`src/hdl/soc_config.svh`:
```
`ifndef SOC_CONFIG_SVH
`define SOC_CONFIG_SVH

// on-chip ram window, 32-bit words
`define RAM_BASE 32'h0000_1000
`define RAM_WORDS 1024

// machine timer
`define MTIME_ADDR 32'h0200_BFF8
`define MTIMECMP_ADDR 32'h0200_4000
// far enough out that nothing fires after reset
`define MTIMECMP_RESET 64'h8000_0000

// platform interrupt controller, offsets from base
`define PLIC_BASE 32'h0C00_0000
`define PLIC_PENDING_OFF 32'h1000
`define PLIC_ENABLE_OFF 32'h2000
// enable words per context
`define PLIC_CTX_ENABLE_STRIDE 32'h80
`define PLIC_THRESHOLD_OFF 32'h20_0000
`define PLIC_CLAIM_OFF 32'h20_0004
// threshold and claim per context
`define PLIC_CTX_STRIDE 32'h1000
`define PRIO_BITS 3

`endif

```
`src/hdl/bus_pkg.sv`:
```
`include "soc_config.svh"

package bus_pkg;

    // word index width into the ram bank
    localparam int RAM_AW = $clog2(`RAM_WORDS);

    // funct3 codes; stores reuse 0..3 as sb sh sw sd
    typedef enum logic [2:0] {
        lb  = 3'd0,
        lh  = 3'd1,
        lw  = 3'd2,
        ld  = 3'd3,
        lbu = 3'd4,
        lhu = 3'd5,
        lwu = 3'd6
    } ls_type_e;

    typedef enum logic [2:0] {none, ram, mtime, mtimecmp, plic} region_e;

    // which word of a doubleword is in flight
    typedef enum logic {first, second} step_e;

    // processor side, held for the whole access
    typedef struct packed {
        logic [63:0] address;
        logic [63:0] write_data;
        logic        read_enable;
        logic        write_enable;
        ls_type_e    ls_type;
    } bus_req_t;

    typedef struct packed {
        logic              strobe;
        logic              write;
        logic [RAM_AW-1:0] index;
        logic [1:0]        offset;
        ls_type_e          ls_type;
        logic [63:0]       data;
    } ram_req_t;

    typedef struct packed {
        logic        done;
        logic [63:0] data;
    } ram_rsp_t;

endpackage

```
`src/hdl/irq_pkg.sv`:
```
package irq_pkg;

    // the one wired source, also its pending/enable bit
    parameter int SOURCE_ID = 1;

    // hart 0 contexts
    typedef enum logic {m_mode = 1'b0, s_mode = 1'b1} context_e;

    typedef enum logic [2:0] {none, prio, pending, enable, threshold, claim} plic_reg_e;

    // one-cycle read or write strobe to the controller
    typedef struct packed {
        logic        read;
        logic        write;
        plic_reg_e   sel;
        context_e    ctx;
        logic [31:0] wdata;
    } plic_req_t;

endpackage

```
`src/hdl/addr_decoder.sv`:
```
`timescale 1ns/10ps
`include "soc_config.svh"

module addr_decoder (
    input  logic [63:0]        address,
    output bus_pkg::region_e   region,
    output irq_pkg::plic_reg_e plic_reg,
    output irq_pkg::context_e  plic_ctx
);

    logic [63:0] plic_off;

    // wraps for addresses below the base, never hits a small offset then
    assign plic_off = address - `PLIC_BASE;

    always_comb begin
        region = bus_pkg::none;
        plic_reg = irq_pkg::none;
        plic_ctx = irq_pkg::m_mode;
        // only the wired source has a priority slot
        case (plic_off)
            4 * irq_pkg::SOURCE_ID: plic_reg = irq_pkg::prio;
            `PLIC_PENDING_OFF: plic_reg = irq_pkg::pending;
            `PLIC_ENABLE_OFF: plic_reg = irq_pkg::enable;
            `PLIC_THRESHOLD_OFF: plic_reg = irq_pkg::threshold;
            `PLIC_CLAIM_OFF: plic_reg = irq_pkg::claim;
            // s-mode copies, one stride up
            `PLIC_ENABLE_OFF + `PLIC_CTX_ENABLE_STRIDE: begin
                plic_reg = irq_pkg::enable;
                plic_ctx = irq_pkg::s_mode;
            end
            `PLIC_THRESHOLD_OFF + `PLIC_CTX_STRIDE: begin
                plic_reg = irq_pkg::threshold;
                plic_ctx = irq_pkg::s_mode;
            end
            `PLIC_CLAIM_OFF + `PLIC_CTX_STRIDE: begin
                plic_reg = irq_pkg::claim;
                plic_ctx = irq_pkg::s_mode;
            end
            default: plic_reg = irq_pkg::none;
        endcase
        if (address >= `RAM_BASE && address < `RAM_BASE + 4 * `RAM_WORDS) begin
            region = bus_pkg::ram;
        end else if (address == `MTIME_ADDR) begin
            region = bus_pkg::mtime;
        end else if (address == `MTIMECMP_ADDR) begin
            region = bus_pkg::mtimecmp;
        end else if (plic_reg != irq_pkg::none) begin
            region = bus_pkg::plic;
        end
    end

endmodule

```
`config.mk`:
```
export PLATFORM = sky130hd
export DESIGN_NAME = addr_decoder
export DESIGN_NICKNAME = d
export VERILOG_FILES = /design/src/hdl/bus_pkg.sv /design/src/hdl/irq_pkg.sv /design/src/hdl/addr_decoder.sv
export VERILOG_INCLUDE_DIRS = /design/src /design/src/hdl
export SDC_FILE = /design/constraint.sdc
export NUM_CORES = 1
export LEC_CHECK = 0
export BUFFER_PORTS_ARGS = -buffer_cell sky130_fd_sc_hd__buf_2
export CORE_UTILIZATION = 31
export DETAILED_ROUTE_END_ITERATION = 7
export PLACE_DENSITY = 0.78
export SLEW_MARGIN = 5
export SYNTH_ARGS = -nofsm -noshare
export SYNTH_HDL_FRONTEND = slang
export SYNTH_SLANG_ARGS = --single-unit
```
`constraint.sdc`:
```
create_clock -name vclk -period 1.6
set_clock_uncertainty 0.05 [all_clocks]
set_input_delay 0.08 -clock vclk [all_inputs]
set_output_delay 0.08 -clock vclk [all_outputs]
set_load 0.01 [all_outputs]
```
==> metrics.md <==
| Metric | Value |
|---|---|
| Status | `finished, violations left` |
| Failing checks | `negative setup slack` |
| Post-CTS Hold Buffers | `0` |
| Final ANT Viol Nets | `0` |
| Cell variety after synth | `34` |
| Vias per Instance | `between 5 and 6` |
| Die width | `45.14 um` |
| Slew Limit Headroom | `~61%` |
| Peak VDD IR | `between 100 and 150 uV` |
| Slew @ Worst Pin | `around 0.6 ns` |
| Core area | `around 0.0017 mm2` |
| Global-route wire length before repair | `between 4 and 5 mm` |
| Initial DRC count | `26` |
| Largest net degree at the start of global routing | `9` |
| Power Density | `between 150 and 200 mW/mm2` |
| Post-Route WL | `roughly 3.0 mm` |
| Critical path required time | `about 1.5 ns` |
| Hold Crit Class | `in2out` |
| Non-Filler Instances | `212` |
| Delay-heaviest family, CP | `simple AND/OR/NAND/NOR gates` |
| Sequential area share after synthesis | `0%` |
| Sum Neg Setup Slack | `-2.477 ns` |
| Gr usage total | `between 20 and 30%` |
| CP Class | `in2out` |
| Vias | `about 1200` |
| Worst setup EP type | `output pin` |
| Hold Slack | `between 0.5 and 0.6 ns` |
| Post-Synthesis Cells | `a little under 90` |
| Metal-1 WL | `1.148 mm` |
| Sw Ratio | `45.82%` |
| Area grow syn2layout | `144.9%` |
| Critical Path Start | `address[34]` |
| Tot Pwr | `between 0.2 and 0.25 mW` |
| Post-Syn Area | `about 580 um2` |
| Yosys warning count | `0` |
| NetSw | `0.1046 mW` |
| Ranking of synthesized cells by area | `nor4_1, nor3_1, nand4_1` |
| Clock share of power | `0%` |
| Dpl hpwl | `roughly 2.3 mm` |
| Die height | `45.14 um` |
| Row count | `15` |
| Slowest cell delay on critical path | `0.50 ns` |
| DR top layer | `met4` |
| # DRC | `0` |
| Leak pwr | `0.6880 nW` |
| Maxcap violations | `0` |
| Place WS | `-0.4468 ns` |
| Max-slew violations | `0` |
| Post-synth net total | `~150` |
| WL per Instance | `roughly 14 um` |
| Grt total ovfl | `0` |
| Cell area after layout | `~0.0014 mm2` |
| CP max FO | `4` |
| Share of cells above drive strength 1 | `between 60% and 70%` |
| Share of the synthesized area in the top cell type | `roughly 15%` |
| Setup-failing EPs final | `7` |
| Post-Syn Area per Cell | `approximately 6.6 um2` |
| Inst Count DP | `roughly 210` |
| Vias in the first global route | `1073` |
| Metal2 WL | `approximately 1.6 mm` |
| Period minus WS final | `~2.1 ns` |
| Final hold viol count | `0` |
| Power share of the combinational group | `between 90% and 100%` |
| Max frequency | `just under 0.5 GHz` |
| Final net count | `around 250` |
| Die area | `slightly above 0.002 mm2` |
| Final core occ | `roughly four fifths` |
| RSZ-0062 raised after global routing | `yes` |
| Clk_buf instances | `0` |
| Sequential Area | `0 um2` |
| Worst path cell trace | `buf_6 > or4_1 > or4_4 > nor3_4 > nand4b_4 > buf_4 > nor4_4 > buf_2` |
| Antenna Cells | `0` |
| Commonest cells after routing, fill and taps aside | `buf_2, buf_4, nor4_4, nor3_1, nor4_1` |
| Initial antenna violation count | `0` |
| Met3 routed WL | `between 200 and 250 um` |
| Post-synth top area cell | `nor4_1` |
| Sequential power share | `0%` |
| Most frequent standard cell in the layout excluding fill and tap cells | `buf_2` |
| Int Pwr | `0.1237 mW` |
| Worst path bufs/invs | `3` |
| Area after DPL | `0.001299 mm2` |
| # IOs | `just over 70` |
| Worst Setup EP | `region[2]` |
| CP Depth | `8` |
| Drt pass-1 iters | `4` |
| Arr. time, crit path | `between 1.5 and 2 ns` |
| GP Congestion | `roughly 0.8` |
| Filler cell count | `119` |
| Seq Cell Count | `0` |
| Period utilization | `129.0%` |
| Starting density of the core | `around a third` |
| Number of port buffers | `between 70 and 80` |
| Slowest stage cell, crit path | `or4_1` |
| Final worst slack | `-0.4642 ns` |
| Startpoint types | `input pin` |
[layer usage]
layer | up-vias | GRT usage [%]
met4 | 0 | 4.242
met1 | 542 | 31.03
met3 | 6 | 1.600
li1 | 586 | -
met5 | - | 0
met2 | 56 | 56.52
[power groups by stage]
| stage | Combinational [mW] | Clock (mW) | Sequential [mW] |
|---|---|---|---|
| finish | 0.228 | 0 | 0 |
| global route | 0.247 | 0 | 0 |
| CTS | 0.214 | 0 | 0 |
| detailed placement | 0.208 | 0 | 0 |
| global placement | 0.200 | 0 | 0 |
| floorplan | 0.0593 | 0 | 0 |
[timing repair]
action,in CTS,in global routing
setup buffers,1,3
gates resized for setup,5,11
setup endpoints to repair,7,7
pin swaps,3,8
[worst min path at each step]
| stage | startpoint | endpoint | slack [ns] | cells after the start |
|---|---|---|---|---|
| floorplan | address[25] | region[1] | 0.26 | 1 |
| finish | address[62] | plic_ctx | 0.57 | 5 |
| CTS | address[16] | region[0] | 0.55 | 5 |
| global route | address[62] | plic_reg[0] | 0.60 | 5 |
| global placement | address[16] | region[0] | 0.53 | 5 |
| detailed placement | address[16] | region[0] | 0.54 | 5 |
[final cells by class]
type | count | area (um2) | share of cell area (%)
multi-input combinational | 88 | 780.7 | 55.27
tap | 25 | 31.28 | 2.214
timing repair buffer | 99 | 600.6 | 42.52
[Yosys cell counts]
cell and instances:
nand3_1 4, or2_2 2, or4_1 5, nor4_1 14
o31ai_1 1, o2111a_1 1, nor2b_1 1, nor3_2 1
a32o_1 1, nand4b_1 1, nor4b_1 1, a22oi_1 1
or3_1 2, nor3b_1 1, nor4_4 1, nand3b_1 1
nor2_1 7, nand2b_1 3, nand4b_2 1, a31o_1 1
or2_1 1, mux2_1 1, nand4_1 7, nor2_2 1
and3_1 2, xor2_1 1, a2111oi_0 2, nand2_1 5
a21oi_1 3, nor4_2 1, nor3_1 10, o22ai_1 1
o31ai_2 1, o21ai_0 2
[tightest hold or removal path, delay by kind of cell]
family / cells / cell delay, ns
and+or+nand+nor: 3 / 0.24
buffers and inverters: 2 / 0.21
[cells by family (layout without fill, tap and decap cells)]
group,after synthesis,in the layout,synth area share (%)
and+or+nand+nor,72,72,78.09
AOI/OAI and AO/OA,14,14,18.44
xor gates and xnor gates,1,1,1.519
muxes,1,1,1.952
buffers and inverters,0,99,0
(Power assumes the default switching activity.)
