`src/hdl/soc_config.svh`:
```
`ifndef SOC_CONFIG_SVH
`define SOC_CONFIG_SVH

// on-chip ram window, 32-bit words
`define RAM_BASE 32'h0000_1000
`define RAM_WORDS 1024

// machine timer
`define MTIME_ADDR 32'h0200_BFF8
`define MTIMECMP_ADDR 32'h0200_4000
// far enough out that nothing fires after reset
`define MTIMECMP_RESET 64'h8000_0000

// platform interrupt controller, offsets from base
`define PLIC_BASE 32'h0C00_0000
`define PLIC_PENDING_OFF 32'h1000
`define PLIC_ENABLE_OFF 32'h2000
// enable words per context
`define PLIC_CTX_ENABLE_STRIDE 32'h80
`define PLIC_THRESHOLD_OFF 32'h20_0000
`define PLIC_CLAIM_OFF 32'h20_0004
// threshold and claim per context
`define PLIC_CTX_STRIDE 32'h1000
`define PRIO_BITS 3

`endif

```
`src/hdl/bus_pkg.sv`:
```
`include "soc_config.svh"

package bus_pkg;

    // word index width into the ram bank
    localparam int RAM_AW = $clog2(`RAM_WORDS);

    // funct3 codes; stores reuse 0..3 as sb sh sw sd
    typedef enum logic [2:0] {
        lb  = 3'd0,
        lh  = 3'd1,
        lw  = 3'd2,
        ld  = 3'd3,
        lbu = 3'd4,
        lhu = 3'd5,
        lwu = 3'd6
    } ls_type_e;

    typedef enum logic [2:0] {none, ram, mtime, mtimecmp, plic} region_e;

    // which word of a doubleword is in flight
    typedef enum logic {first, second} step_e;

    // processor side, held for the whole access
    typedef struct packed {
        logic [63:0] address;
        logic [63:0] write_data;
        logic        read_enable;
        logic        write_enable;
        ls_type_e    ls_type;
    } bus_req_t;

    typedef struct packed {
        logic              strobe;
        logic              write;
        logic [RAM_AW-1:0] index;
        logic [1:0]        offset;
        ls_type_e          ls_type;
        logic [63:0]       data;
    } ram_req_t;

    typedef struct packed {
        logic        done;
        logic [63:0] data;
    } ram_rsp_t;

endpackage

```
`src/hdl/irq_pkg.sv`:
```
package irq_pkg;

    // the one wired source, also its pending/enable bit
    parameter int SOURCE_ID = 1;

    // hart 0 contexts
    typedef enum logic {m_mode = 1'b0, s_mode = 1'b1} context_e;

    typedef enum logic [2:0] {none, prio, pending, enable, threshold, claim} plic_reg_e;

    // one-cycle read or write strobe to the controller
    typedef struct packed {
        logic        read;
        logic        write;
        plic_reg_e   sel;
        context_e    ctx;
        logic [31:0] wdata;
    } plic_req_t;

endpackage

```
`src/hdl/bus_controller.sv`:
```
`timescale 1ns/10ps
`include "soc_config.svh"

module bus_controller (
    input  logic               CLOCK_50,
    input  logic               KEY0,
    input  bus_pkg::bus_req_t  bus,
    input  bus_pkg::region_e   region,
    input  irq_pkg::plic_reg_e plic_reg,
    input  irq_pkg::context_e  plic_ctx,
    input  logic [63:0]        mtime,
    output bus_pkg::ram_req_t  ram_req,
    input  bus_pkg::ram_rsp_t  ram_rsp,
    output irq_pkg::plic_req_t plic_req,
    input  logic [31:0]        plic_rdata,
    output logic [63:0]        read_data,
    output logic               read_done,
    output logic               write_done
);

    // issue is the single strobe cycle, finish waits on the target
    typedef enum logic [1:0] {idle, issue, finish} ctl_state_e;

    ctl_state_e         state;
    bus_pkg::bus_req_t  req_q;
    bus_pkg::region_e   region_q;
    irq_pkg::plic_reg_e plic_reg_q;
    irq_pkg::context_e  plic_ctx_q;
    logic [63:0]        mtimecmp;
    logic [31:0]        ram_offset;
    logic               accept;
    logic               target_done;
    logic [63:0]        target_data;

    // both done levels are high exactly when idle
    assign accept = (state == idle) && (bus.read_enable || bus.write_enable);
    assign ram_offset = req_q.address[31:0] - `RAM_BASE;

    always_ff @(posedge CLOCK_50) begin
        if (accept) begin
            req_q <= bus;
            region_q <= region;
            plic_reg_q <= plic_reg;
            plic_ctx_q <= plic_ctx;
        end
    end

    always_comb begin
        ram_req.strobe = (state == issue) && (region_q == bus_pkg::ram);
        ram_req.write = req_q.write_enable;
        ram_req.index = ram_offset[bus_pkg::RAM_AW+1:2];
        ram_req.offset = ram_offset[1:0];
        ram_req.ls_type = req_q.ls_type;
        ram_req.data = req_q.write_data;
    end

    always_comb begin
        plic_req.read = (state == issue) && (region_q == bus_pkg::plic) && req_q.read_enable;
        plic_req.write = (state == issue) && (region_q == bus_pkg::plic) && req_q.write_enable;
        plic_req.sel = plic_reg_q;
        plic_req.ctx = plic_ctx_q;
        plic_req.wdata = req_q.write_data[31:0];
    end

    // ram has variable latency, the rest answer right after the strobe
    // unmapped falls to zero data
    always_comb begin
        target_done = 1'b1;
        target_data = '0;
        case (region_q)
            bus_pkg::ram: begin
                target_done = ram_rsp.done;
                target_data = ram_rsp.data;
            end
            bus_pkg::mtime: target_data = mtime;
            bus_pkg::mtimecmp: target_data = mtimecmp;
            bus_pkg::plic: target_data = {32'd0, plic_rdata};
            default: target_data = '0;
        endcase
    end

    always_ff @(posedge CLOCK_50 or negedge KEY0) begin
        if (!KEY0) begin
            state <= idle;
            read_done <= 1'b1;
            write_done <= 1'b1;
            mtimecmp <= `MTIMECMP_RESET;
        end else begin
            case (state)
                idle: begin
                    if (accept) begin
                        state <= issue;
                        read_done <= !bus.read_enable;
                        write_done <= !bus.write_enable;
                    end
                end
                issue: state <= finish;
                finish: begin
                    if (target_done) begin
                        state <= idle;
                        read_done <= 1'b1;
                        write_done <= 1'b1;
                        // mtime writes just complete
                        if (req_q.write_enable && region_q == bus_pkg::mtimecmp) begin
                            mtimecmp <= req_q.write_data;
                        end
                    end
                end
                default: state <= idle;
            endcase
        end
    end

    // held until the next read finishes
    always_ff @(posedge CLOCK_50) begin
        if (state == finish && target_done && req_q.read_enable) begin
            read_data <= target_data;
        end
    end

endmodule

```
`config.mk`:
```
export PLATFORM = sky130hd
export DESIGN_NAME = bus_controller
export DESIGN_NICKNAME = d
export VERILOG_FILES = /design/src/hdl/bus_pkg.sv /design/src/hdl/irq_pkg.sv /design/src/hdl/bus_controller.sv
export VERILOG_INCLUDE_DIRS = /design/src /design/src/hdl
export SDC_FILE = /design/constraint.sdc
export NUM_CORES = 1
export LEC_CHECK = 0
export BUFFER_PORTS_ARGS = -buffer_cell sky130_fd_sc_hd__buf_2
export CAP_MARGIN = 25
export CELL_PAD_IN_SITES_DETAIL_PLACEMENT = 1
export CELL_PAD_IN_SITES_GLOBAL_PLACEMENT = 2
export CORE_ASPECT_RATIO = 0.5
export CORE_UTILIZATION = 26
export DETAILED_ROUTE_END_ITERATION = 6
export PLACE_DENSITY_LB_ADDON = 0.1
export SYNTH_ARGS = -nofsm -noshare
export SYNTH_HDL_FRONTEND = slang
export SYNTH_SLANG_ARGS = --single-unit
export TNS_END_PERCENT = 10
```
`constraint.sdc`:
```
create_clock -name CLOCK_50 -period 3.75 [get_ports CLOCK_50]
set_input_delay 0.75 -clock CLOCK_50 [delete_from_list [all_inputs] [get_ports CLOCK_50]]
set_output_delay 0.75 -clock CLOCK_50 [all_outputs]
set_load 0.1 [all_outputs]
```
==> impl_metrics.json <==
{
  "synth_area_leaders": "edfxtp_1 (47%), dfrtp_1 (17%), mux2_4 (9.2%), buf_4 (8.7%), mux2_2 (4.2%)",
  "fillers": 3977,
  "grt_pass1_vias": 7078,
  "drv_cap": 0,
  "synth_area_leader_cell": "edfxtp_1",
  "max_slew_margin_pct": 36.2,
  "required_ns": 3.00,
  "swShare_pct": 49.1,
  "rsz0062_at_grt": "no",
  "cts_tree": "built",
  "cts.sinks": 220,
  "vias_per_cell": 4.32,
  "drt-pass1-iter-count": 4,
  "synth_cells": 621,
  "r2r_start": "region_q[0]$_DFFE_PP_",
  "std_cell_rows": 49,
  "cts-resized-gates": 0,
  "drt-total-wl_um": 31400,
  "cts_buffer_depth": 3,
  "finClkSkew_ns": 0.00759,
  "cts.clk_slew.worst_paths_ns": 0.06,
  "ant_nets": 0,
  "clockPowerShare_pct": 19.3,
  "cts_buffers": 24,
  "synth_xor_area_share_pct": 0,
  "finalSetupViolations": 0,
  "ys_ff_latch": 220,
  "cp-end-kind": "output pin",
  "die_w_um": 276,
  "hpwl_um": 22500,
  "drt-initial-drc-count": 238,
  "synth-compound-area-share_pct": 8.96,
  "worstHoldPathType": "primary input to async pin",
  "period_share_pct": 87.3,
  "synth_edf_count": 152,
  "drc": 0,
  "htreeDepth": 1,
  "power.leakage_uw": 0.00549,
  "hold_viol": 0,
  "fin_util_pct": 34.1,
  "grt_pass1_wl_um": 46600,
  "seqPwrFrac_pct": 33.3,
  "yosysSeqAreaShare_pct": 64.2,
  "yosysMostFrequentCell": "edfxtp_1",
  "cts-root-buf": "clkbuf_16",
  "reg2reg_depth": 6,
  "clock_latency_ns": 0.53,
  "worstPathArrival_ns": 2.52,
  "fmax_ghz": 0.305,
  "route.detailed.wl_per_inst_um": 21.6,
  "post_cts_buffers": 0,
  "seqCellArea_mm2": 0.00627,
  "synthesis.nets": 924,
  "finalSetupTns_ns": 0,
  "synthAdderAreaFrac_pct": 0,
  "ys.flop_type": "edfxtp_1",
  "status": "completed",
  "synth_cell_types": 29,
  "setup_slack_ns": 0.476,
  "dieArea_mm2": 0.0384,
  "fin_crit_ns": 3.27,
  "ir_worst_vdd_mv": 0.462,
  "reg2reg_slack_ns": 1.13,
  "p_int_uw": 5960,
  "grt_antenna_before_repair": 3,
  "netSwitchingPower_uw": 5760,
  "grt.overflow.total": 0,
  "synth_top_family_by_area": "multiplexers",
  "gr-usage-all-layers_pct": 16.0,
  "portBuffers": 435,
  "die_h_um": 139,
  "critPathMaxFanout": 19,
  "slew_viol_final": 0,
  "synth_area_per_cell_um2": 15.7,
  "finalPower_uw": 11700,
  "synth-simple-area-share_pct": 2.27,
  "syn_area_mm2": 0.00976,
  "r2r_end": "mtimecmp[1]$_DFFE_PN0P_",
  "worst_pin_slew_ns": 0.955,
  "ctsHoldBuffers": 0,
  "synth_common_cells": "edfxtp_1 (152), buf_4 (113), dfrtp_1 (65)",
  "num-nets-final": 1252,
  "multiInputGateArea_mm2": 0.00245,
  "gp_congestion": 0.773,
  "grt_max_degree": 41,
  "pre_cts_ws_ns": 1.03,
  "synth.yosys.warnings": 0,
  "muxShareOfSynthArea_pct": 13.5,
  "yosysTopAreaCellShare_pct": 46.8,
  "initial_utilization_pct": 26.8,
  "critical_path_class": "flop to output pin",
  "drive_gt1_share_pct": 60.7,
  "fp.coreArea_mm2": 0.0364,
  "p_per_area_mw_per_mm2": 942,
  "start_kind": "flop",
  "via_count": 6283,
  "io_pins": 488,
  "async_flop_share_pct": 30.9,
  "p_comb_share_pct": 47.4,
  "areaGrowthSynthToFinish_pct": 27.4
}
kinds of logic (layout without fill, tap and decap cells):
group,count (synthesis),after routing
DFF,220,220
muxes,97,97
buffers and inverters,156,502
other,0,3
AOI/OAI and AO/OA,101,101
and+or+nand+nor,47,47
state kept, by name, summed over array words and instances (netlist names):
register,flops
plic_reg_q,3
read_data,64
read_done,1
req_q,13
ram_req,36
plic_req,32
mtimecmp,64
plic_ctx_q,1
region_q,3
write_done,1
state,2
worst max-delay path, stage by stage, from the launching register on:
cell and delay [ns]:
edfxtp_1 0.77, nor3b_4 0.29, buf_4 0.28, and3_1 0.20
buf_2 0.43
stage by stage:
stage / hold slack [ns] / area, um2 / std cells
6_report: 0.177 / 12400 / 1454
5_1_grt: 0.194 / 12400 / 1454
3_3_place_gp: 0.477 / 11700 / 1406
3_5_place_dp: 0.483 / 11700 / 1407
4_1_cts: 0.182 / 12400 / 1451
2_1_floorplan: 0.454 / 9760 / 621
metal layers:
metal / vias to the layer above / part of all wire (%) / GRT usage (%)
met4: 0 / 2.0 / 3.94
met1: 3223 / 40 / 18.4
met5: - / 0 / 0
met3: 37 / 3.2 / 2.56
li1: 2892 / - / -
met2: 131 / 55 / 30.7
power groups by stage:
| stage | combinational (uW) | clock [uW] | sequential, uW |
|---|---|---|---|
| floorplan | 4130 | 0 | 4730 |
| global placement | 5570 | 0 | 3940 |
| detailed placement | 5600 | 0 | 3960 |
| CTS | 5610 | 2350 | 3920 |
| global route | 5770 | 2460 | 4000 |
| finish | 5550 | 2260 | 3910 |
cell usage in the layout (no fill, tap or decap), types with 3 or more instances in the layout:
cell type,Yosys,routed
buf_12,0,3
mux2_4,60,60
a221o_1,31,31
edfxtp_1,152,152
dfstp_2,3,3
buf_4,113,13
nor2_1,35,33
clkbuf_1,15,13
a22o_1,31,31
dfrtp_1,65,65
diode_2,0,3
clkinv_2,0,3
clkbuf_16,0,25
buf_2,13,434
a22oi_1,32,32
mux2_2,36,36
inv_1,7,6
worst max path at each step:
stage	depth (start not counted)	slack (ns)	endpoint	startpoint
finish	4	0.48	plic_req[37]	region_q[2]$_DFFE_PP_
detailed placement	4	1.03	plic_req[37]	region_q[2]$_DFFE_PP_
global route	4	0.33	plic_req[37]	region_q[2]$_DFFE_PP_
CTS	4	0.43	plic_req[37]	region_q[2]$_DFFE_PP_
floorplan	2	0.68	plic_ctx_q$_DFFE_PP_	bus[3]
global placement	4	1.07	plic_req[36]	region_q[2]$_DFFE_PP_
layout make-up:
cell class | count | area share [%]
antenna | 3 | 0.0604
clock buffer | 39 | 5.54
clock inverter | 5 | 0.181
inverter | 7 | 0.231
multi-input combinational | 245 | 19.7
sequential | 220 | 50.4
tap | 484 | 4.87
timing repair buffer | 451 | 19.0
Note: power is estimated with default switching activity, not from simulation.
