### src/hdl/soc_config.svh
`ifndef SOC_CONFIG_SVH
`define SOC_CONFIG_SVH

// on-chip ram window, 32-bit words
`define RAM_BASE 32'h0000_1000
`define RAM_WORDS 1024

// machine timer
`define MTIME_ADDR 32'h0200_BFF8
`define MTIMECMP_ADDR 32'h0200_4000
// far enough out that nothing fires after reset
`define MTIMECMP_RESET 64'h8000_0000

// platform interrupt controller, offsets from base
`define PLIC_BASE 32'h0C00_0000
`define PLIC_PENDING_OFF 32'h1000
`define PLIC_ENABLE_OFF 32'h2000
// enable words per context
`define PLIC_CTX_ENABLE_STRIDE 32'h80
`define PLIC_THRESHOLD_OFF 32'h20_0000
`define PLIC_CLAIM_OFF 32'h20_0004
// threshold and claim per context
`define PLIC_CTX_STRIDE 32'h1000
`define PRIO_BITS 3

`endif

### src/hdl/irq_pkg.sv
package irq_pkg;

    // the one wired source, also its pending/enable bit
    parameter int SOURCE_ID = 1;

    // hart 0 contexts
    typedef enum logic {m_mode = 1'b0, s_mode = 1'b1} context_e;

    typedef enum logic [2:0] {none, prio, pending, enable, threshold, claim} plic_reg_e;

    // one-cycle read or write strobe to the controller
    typedef struct packed {
        logic        read;
        logic        write;
        plic_reg_e   sel;
        context_e    ctx;
        logic [31:0] wdata;
    } plic_req_t;

endpackage

### src/hdl/plic.sv
`timescale 1ns/10ps
`include "soc_config.svh"

module plic (
    input  logic               CLOCK_50,
    input  logic               KEY0,
    input  irq_pkg::plic_req_t req,
    input  logic               irq_source,
    output logic [31:0]        rdata,
    output logic               meip,
    output logic               msip
);

    logic [`PRIO_BITS-1:0] prio_q;
    logic                  pending_q;
    // per context, only the source bit survives
    logic [1:0]            enable_q;
    logic [`PRIO_BITS-1:0] threshold_q [2];
    logic                  source_q;
    logic                  source_rise;
    logic [1:0]            eligible;
    logic [31:0]           claim_id;

    assign source_rise = irq_source && !source_q;

    // strictly above threshold, so threshold 7 masks everything
    always_comb begin
        for (int c = 0; c < 2; c++) begin
            eligible[c] = pending_q && enable_q[c] && (prio_q > threshold_q[c]);
        end
    end

    assign claim_id = eligible[req.ctx] ? 32'(irq_pkg::SOURCE_ID) : 32'd0;

    always_ff @(posedge CLOCK_50 or negedge KEY0) begin
        if (!KEY0) begin
            prio_q <= '0;
            pending_q <= 1'b0;
            enable_q <= '0;
            threshold_q[0] <= '0;
            threshold_q[1] <= '0;
            source_q <= 1'b0;
            meip <= 1'b0;
            msip <= 1'b0;
        end else begin
            source_q <= irq_source;
            meip <= eligible[irq_pkg::m_mode];
            msip <= eligible[irq_pkg::s_mode];
            if (req.write) begin
                case (req.sel)
                    irq_pkg::prio: prio_q <= req.wdata[`PRIO_BITS-1:0];
                    irq_pkg::enable: enable_q[req.ctx] <= req.wdata[irq_pkg::SOURCE_ID];
                    irq_pkg::threshold: threshold_q[req.ctx] <= req.wdata[`PRIO_BITS-1:0];
                    // completion
                    irq_pkg::claim: pending_q <= pending_q && (req.wdata != irq_pkg::SOURCE_ID);
                    default: pending_q <= pending_q;
                endcase
            end
            if (req.read && req.sel == irq_pkg::claim && claim_id != 0) begin
                pending_q <= 1'b0;
            end
            // new edge beats a same-cycle claim
            if (source_rise) begin
                pending_q <= 1'b1;
            end
        end
    end

    always_ff @(posedge CLOCK_50) begin
        if (req.read) begin
            case (req.sel)
                irq_pkg::prio: rdata <= 32'(prio_q);
                irq_pkg::pending: rdata <= {31'd0, pending_q} << irq_pkg::SOURCE_ID;
                irq_pkg::enable: rdata <= {31'd0, enable_q[req.ctx]} << irq_pkg::SOURCE_ID;
                irq_pkg::threshold: rdata <= 32'(threshold_q[req.ctx]);
                irq_pkg::claim: rdata <= claim_id;
                default: rdata <= '0;
            endcase
        end
    end

endmodule

### config.mk
export PLATFORM = sky130hd
export DESIGN_NAME = plic
export DESIGN_NICKNAME = d
export VERILOG_FILES = /design/src/hdl/irq_pkg.sv /design/src/hdl/plic.sv
export VERILOG_INCLUDE_DIRS = /design/src /design/src/hdl
export SDC_FILE = /design/constraint.sdc
export NUM_CORES = 1
export LEC_CHECK = 0
export BUFFER_PORTS_ARGS = -buffer_cell sky130_fd_sc_hd__buf_2
export CAP_MARGIN = 25
export CELL_PAD_IN_SITES_DETAIL_PLACEMENT = 2
export CELL_PAD_IN_SITES_GLOBAL_PLACEMENT = 2
export CORE_MARGIN = 8
export CORE_UTILIZATION = 24
export DETAILED_ROUTE_END_ITERATION = 10
export GPL_TIMING_DRIVEN = 0
export HOLD_SLACK_MARGIN = 0.05
export PLACE_DENSITY_LB_ADDON = 0.2
export SYNTH_ARGS = -nofsm -noshare
export SYNTH_HDL_FRONTEND = slang
export SYNTH_SLANG_ARGS = --single-unit
### constraint.sdc
create_clock -name CLOCK_50 -period 1.81 [get_ports CLOCK_50]
set_input_delay 0.0905 -clock CLOCK_50 [delete_from_list [all_inputs] [get_ports CLOCK_50]]
set_output_delay 0.0905 -clock CLOCK_50 [all_outputs]
set_load 0.02 [all_outputs]
==> impl_results.md, run 1 <==
* Status: finished, final reports clean
* First-pass GRT wire length at 6.22 mm
* Synth Flop Type: dfrtp_1
* Final Cycle Share at 94.6%
* Clk buf depth at 2
* Setup_tns at 0 ps
* Antenna-violating nets left at 0
* Post-synthesis cell type count at 31
* Yosys warnings at 0
* Starting Density at around a quarter
* DRC at 0
* Final Hold Fails at 0
* Die Wd at 89.5 µm
* Clock transition at path regs at around 70 ps
* Fin area at 0.00183 mm²
* Reg area at 468 µm²
* First-pass detailed-route iteration total at 4
* Finished Core Util at 35.5%
* Area grow syn2layout at 41.5%
* I/O Pins at 75
* Die ar. at 0.00801 mm²
* Core area at 0.00517 mm²
* Arr. time, crit path at 1720 ps
* Number of CTS-inserted buffers at 3
* DP HPWL at 3.61 mm
* Clock skew at around 5.0 ps
* Commonest non-fill, non-tap cell in the layout: buf_2
* # rows at 26
* Syn Area/Cell at 9.46 µm²
* Fraction of the yosys area taken by sequential cells at 35.9%
* Grt ovf at 0
* Chip height at just under 90 µm
* Port Buffers at 42
* Max Cap Viol at 0
* CP max FO at 4
* Post-Syn Area at 0.00130 mm²
* Required @ worst endpoint at 1820 ps
* Detailed Route Iter0 Violations at 18
* CTS tree: yes
* Placed cells at 277
* Pwr Density at about 780 mW/mm²
* Final Setup Violations at 0
* TritonCTS Sinks at 18
* Crit path capture type: flop
* Vias in the first global route at roughly 1300
* Synth Instances at approximately 140
* Gr usage total at between 10% and 20%
* Area of the multi-input gates at between 700 and 800 µm²
* Max rail drop VDD at 0.246 mV
* Asr flop ratio synth at 83.3%
* Worst-Skew Late Latency at 260 ps
* Crit path kind: reg -> reg
* Root Driver: clkbuf_8
* H-Tree Depth at 1
* Crit path launch type: flop
* Post-synth EDFFs at 3
* DR WL/cell at about 15 µm
* DRT Wirelength at 4.16 mm
* Setup repair after global routing missed its margin: no
* Antenna violations before repair at 0
* DP Area at 0.00170 mm²
* Vias/cell at 4.07
* Worst Hold Class: in -> reg
* Leak at 0.921 nW
* RD Place Congestion at 0.757
* Share of cells above drive strength 1 at roughly 46%
* Min Tclk post-route at 1710 ps
* Nets at 262
* Finished Layout Cells at 284
* FMAX at 584 MHz
* Commonest non-fill, non-tap cells in the layout: buf_2 (42), buf_4 (32), conb_1 (29)
* Via count at 1157
* # fillers at between 500 and 600
* Seq cells post-synth at 18
* Antenna diode count at 0
* Largest net degree at the start of global routing at 16
* Max-slew violation count at 0
logic make-up (layout without fill, tap and decap cells):
| group | count (synthesis) | count (layout) | synth area share (%) |
|---|---|---|---|
| AND/OR/NAND/NOR | 44 | 44 | 19.7 |
| other | 1 | 29 | 0.289 |
| flip-flops | 18 | 18 | 35.9 |
| multiplexers | 12 | 12 | 10.1 |
| buffers and inverters | 41 | 90 | 21.4 |
| adder cells (fa/ha/maj) | 6 | 6 | 5.79 |
| AO/OA/AOI/OAI | 15 | 15 | 6.76 |
path summary, 6_finish.rpt:
kind / startpoint / end / slack, ps / cells after the start
min reg2reg: threshold_q[3]$_DFFE_PN0P_ / threshold_q[3]$_DFFE_PN0P_ / 530 / 1
min in group asynchronous: KEY0 / meip$_DFF_PN0_ / 270 / 2
min: req[37] / pending_q$_DFFE_PN0P_ / 80 / 2
max reg2reg: prio_q[2]$_DFFE_PN0P_ / rdata[0]$_SDFFCE_PN0P_ / 100 / 6
max: prio_q[2]$_DFFE_PN0P_ / rdata[0]$_SDFFCE_PN0P_ / 100 / 6
max in group asynchronous: KEY0 / prio_q[2]$_DFFE_PN0P_ / 1240 / 2
metal layers:
layer | wire (µm) | up-vias | GRT usage (%)
li1 | - | 573 | -
met4 | 92 | 0 | 4.53
met1 | 1500 | 530 | 9.96
met2 | 2150 | 45 | 19.8
met5 | 0 | - | 0
met3 | 413 | 9 | 3.22
through the flow:
step / hold slack (ps) / setup slack, ps / power, mW
after floorplan: -205 / 244 / 0.891
after global placement: 21.9 / 30.8 / 1.03
after detailed placement: 34.8 / 4.06 / 1.06
after CTS: 79.6 / 2.89 / 1.37
after global routing: 94.0 / 12.5 / 1.53
final: 84.3 / 98.2 / 1.43
power breakdown:
group          switching [mW]  internal [mW]  leakage (nW)
Clock                   0.141          0.157        0.0228
Combinational           0.306          0.269         0.689
Sequential             0.0642          0.495         0.210
what timing repair did:
| item | CTS | global route |
|---|---|---|
| buffers inserted | 0 | 1 |
| hold buffers | 2 | 0 |
| hold endpoints to repair | 16 | 0 |
| setup endpoints to repair | 0 | 2 |
| gates resized for setup | 0 | 9 |
worst max-delay path, cell delays in order (launching register included):
cell and delay [ps]:
dfrtp_2 470, ha_4 260, nor2_1 110, a31oi_2 60, nand4_1 120, mux2i_2 110, a221o_1 330
cells in the mapped netlist (2+ instances only):
master | number | share of area, %
mux2i_1 | 3 | 2.3
mux2_1 | 4 | 3.5
edfxtp_1 | 3 | 7.0
nor2_1 | 9 | 2.6
o21ai_0 | 7 | 2.7
nand2_1 | 10 | 2.9
buf_4 | 31 | 18
nand4_1 | 4 | 1.9
mux2_2 | 5 | 4.3
nand3_1 | 2 | 0.77
ha_1 | 6 | 5.8
inv_1 | 9 | 2.6
dfrtp_1 | 15 | 29
nor4_1 | 6 | 2.9
a31oi_1 | 3 | 1.4
a21oi_1 | 3 | 1.2
nor3_1 | 3 | 1.2
state kept, by name (all words and copies together), names as in the netlist:
register and flops:
msip 1, meip 1, threshold_q 6, source_q 1, prio_q 3, pending_q 1
rdata 3, enable_q 2
layout make-up:
class	count	area share (%)
Timing Repair Buffer	45	13.0
Buffer	32	13.3
Sequential cell	18	25.5
Multi-Input combinational cell	106	39.2
Tap cell	70	4.77
Inverter	9	1.84
Clock buffer	4	2.46
No activity file was read; power rests on OpenSTA's default activity.
==> run 2: changes to the inputs <==
Settings changed: RECOVER_POWER set to 100.
==> run 2 against run 1 <==
  * Sequential power about the same
  * Sequential share of layout area is 0.53 points higher
  * Highest routed layer unchanged
  * Via count rose by 0.35%
  * Clock power barely moved
  * Core utilization shrank 0.73 points
  * Design area down 2.0%
==> impl_results.md, run 2 (synthesis results as in run 1) <==
* Commonest non-fill, non-tap cells in the layout: buf_2 (33), buf_4 (32), conb_1 (29)
* Setup_tns at 0 ps
* Port Buffers at between 40 and 50
* Clk buf depth at 2
* I/O Pins at 75
* Crit path capture type: flop
* R2r setup slk at ~100 ps
* Worst R2R End: rdata[0]$_SDFFCE_PN0P_
* Die ar. at 0.00801 mm²
* Worst Hold Class: in -> reg
* Max-slew violation count at 0
* Biggest regs: threshold_q x6, prio_q x3, rdata x3
* # rows at 26
* Final Setup Violations at 0
* First-pass detailed-route iteration total at 4
* FMAX at roughly 600 MHz
* Setup repair after global routing missed its margin: no
* Clock transition at path regs at around 70 ps
* Max rail drop VDD at 0.246 mV
* Largest net degree at the start of global routing at 16
* Worst R2R Start: prio_q[2]$_DFFE_PN0P_
* DP HPWL at 3.61 mm
* CTS tree: yes
* Buffers & Inverters on Critical Path at 0
* H-Tree Depth at 1
* Detailed Route Iter0 Violations at 15
* Antenna violations before repair at 0
* Slew HR at 40.2%
* Crit path kind: reg -> reg
* Number of CTS-inserted buffers at 3
* TritonCTS Sinks at 18
* Starting Density at 25.1%
* Commonest non-fill, non-tap cell in the layout: buf_2
* Chip height at 89.5 µm
* DRC at 0
* Die Wd at about 89 µm
* DR WL/cell at 14.6 µm
* Nets at ~260
* Final Hold Fails at 0
* RD Place Congestion at approximately 0.76
* CP max FO at 4
* DP Area at 0.00170 mm²
* Final Cycle Share at 94.5%
* Fin area at between 0.0015 and 0.002 mm²
* CP top delay family: flip-flops
* Setup crit start: prio_q[2]$_DFFE_PN0P_
* Most flops, register: threshold_q
* Worst-Skew Late Latency at 260 ps
* Area grow syn2layout at 38.6%
* Via count at 1161
* Max reg flops at 6
* Root Driver: clkbuf_8
* CP max stage cell: dfrtp_2
* Critical Path Sink: rdata[0]$_SDFFCE_PN0P_
* Status: finished, final reports clean
* Crit path depth at 6
* Vias in the first global route at 1293
* Arr. time, crit path at 1720 ps
* Grt ovf at 0
* Worst Reg2Reg Path Length in Cells at 6
* Min Tclk post-route at 1710 ps
* First-pass GRT wire length at 6.22 mm
* Share of cells above drive strength 1 at 39.7%
* Antenna-violating nets left at 0
* Required @ worst endpoint at 1820 ps
* Antenna diode count at 0
* Pwr Density at 791 mW/mm²
* Vias/cell at 4.09
* Crit-path cells: ha_4 > nor2_1 > a31oi_2 > nand4_1 > mux2i_2 > a221o_1
* Leak at approximately 0.89 nW
* Worst path max stage delay at 470 ps
* Gr usage total at about a tenth
* Slew @ Worst Pin at 897 ps
* Crit path launch type: flop
* # fillers at around 600
* Max Cap Viol at 0
* DRT Wirelength at 4.15 mm
* Core area at 0.00517 mm²
* Clock skew at 4.57 ps
[run 2: power by group]
part | internal [mW] | switching [mW]
registers | 0.495 | 0.0644
logic | 0.260 | 0.303
clock network | 0.157 | 0.141
[run 2: per-stage QoR]
step | hold WS, ps | total power, mW | cells | utilization, % | worst slack [ps]
after floorplan | -205 | 0.891 | 165 | - | 244
after global placement | 21.9 | 1.03 | 277 | 32.8 | 30.8
after detailed placement | 34.8 | 1.06 | 277 | 32.8 | 4.06
after CTS | 79.6 | 1.37 | 283 | 34.1 | 2.89
after global routing | 121 | 1.52 | 284 | 34.7 | 11.0
final | 107 | 1.42 | 284 | 34.7 | 99.8
[run 2: repair_timing]
item / CTS / global route
setup endpoints to repair: 0 / 2
endpoints found under the hold margin: 16 / 0
buffers inserted: 0 / 1
hold buffers: 2 / 0
resized for setup: 0 / 9
[run 2: worst min-delay path by stage]
stage | endpoint | start | depth (start not counted) | slack (ps)
6_report | threshold_q[5]$_DFFE_PN0P_ | req[2] | 3 | 110
5_1_grt | threshold_q[2]$_DFFE_PN0P_ | req[2] | 2 | 120
4_1_cts | pending_q$_DFFE_PN0P_ | req[37] | 2 | 80
3_5_place_dp | msip$_DFF_PN0_ | KEY0 | 1 | 30
3_3_place_gp | meip$_DFF_PN0_ | KEY0 | 1 | 20
2_1_floorplan | enable_q[0]$_DFFE_PN0P_ | KEY0 | 0 | -210
[run 2: area by class of cell]
type / count / area, µm² / area share (%)
timing repair buffer: 45 / 226 / 12.6
multi-input combinational: 106 / 692 / 38.5
inverter: 9 / 33.8 / 1.88
tap: 70 / 87.6 / 4.87
clock buffer: 4 / 45.0 / 2.51
buffer: 32 / 244 / 13.6
sequential: 18 / 468 / 26.0
[run 2: routing by layer]
layer	vias to the layer above	routed length [µm]	track usage, %	part of all wire, %
met2	45	2150	19.8	52
li1	574	-	-	-
met1	533	1500	9.96	36
met5	-	0	0	0
met3	9	414	3.22	10
met4	0	92	4.53	2.2
[run 2: worst register-to-register path: cells and delay by family, from the launching register on]
family	cells	cell delay, ps
flops	1	470
compound gates	2	390
fa+ha+maj	1	260
simple gates	2	230
mux	1	110
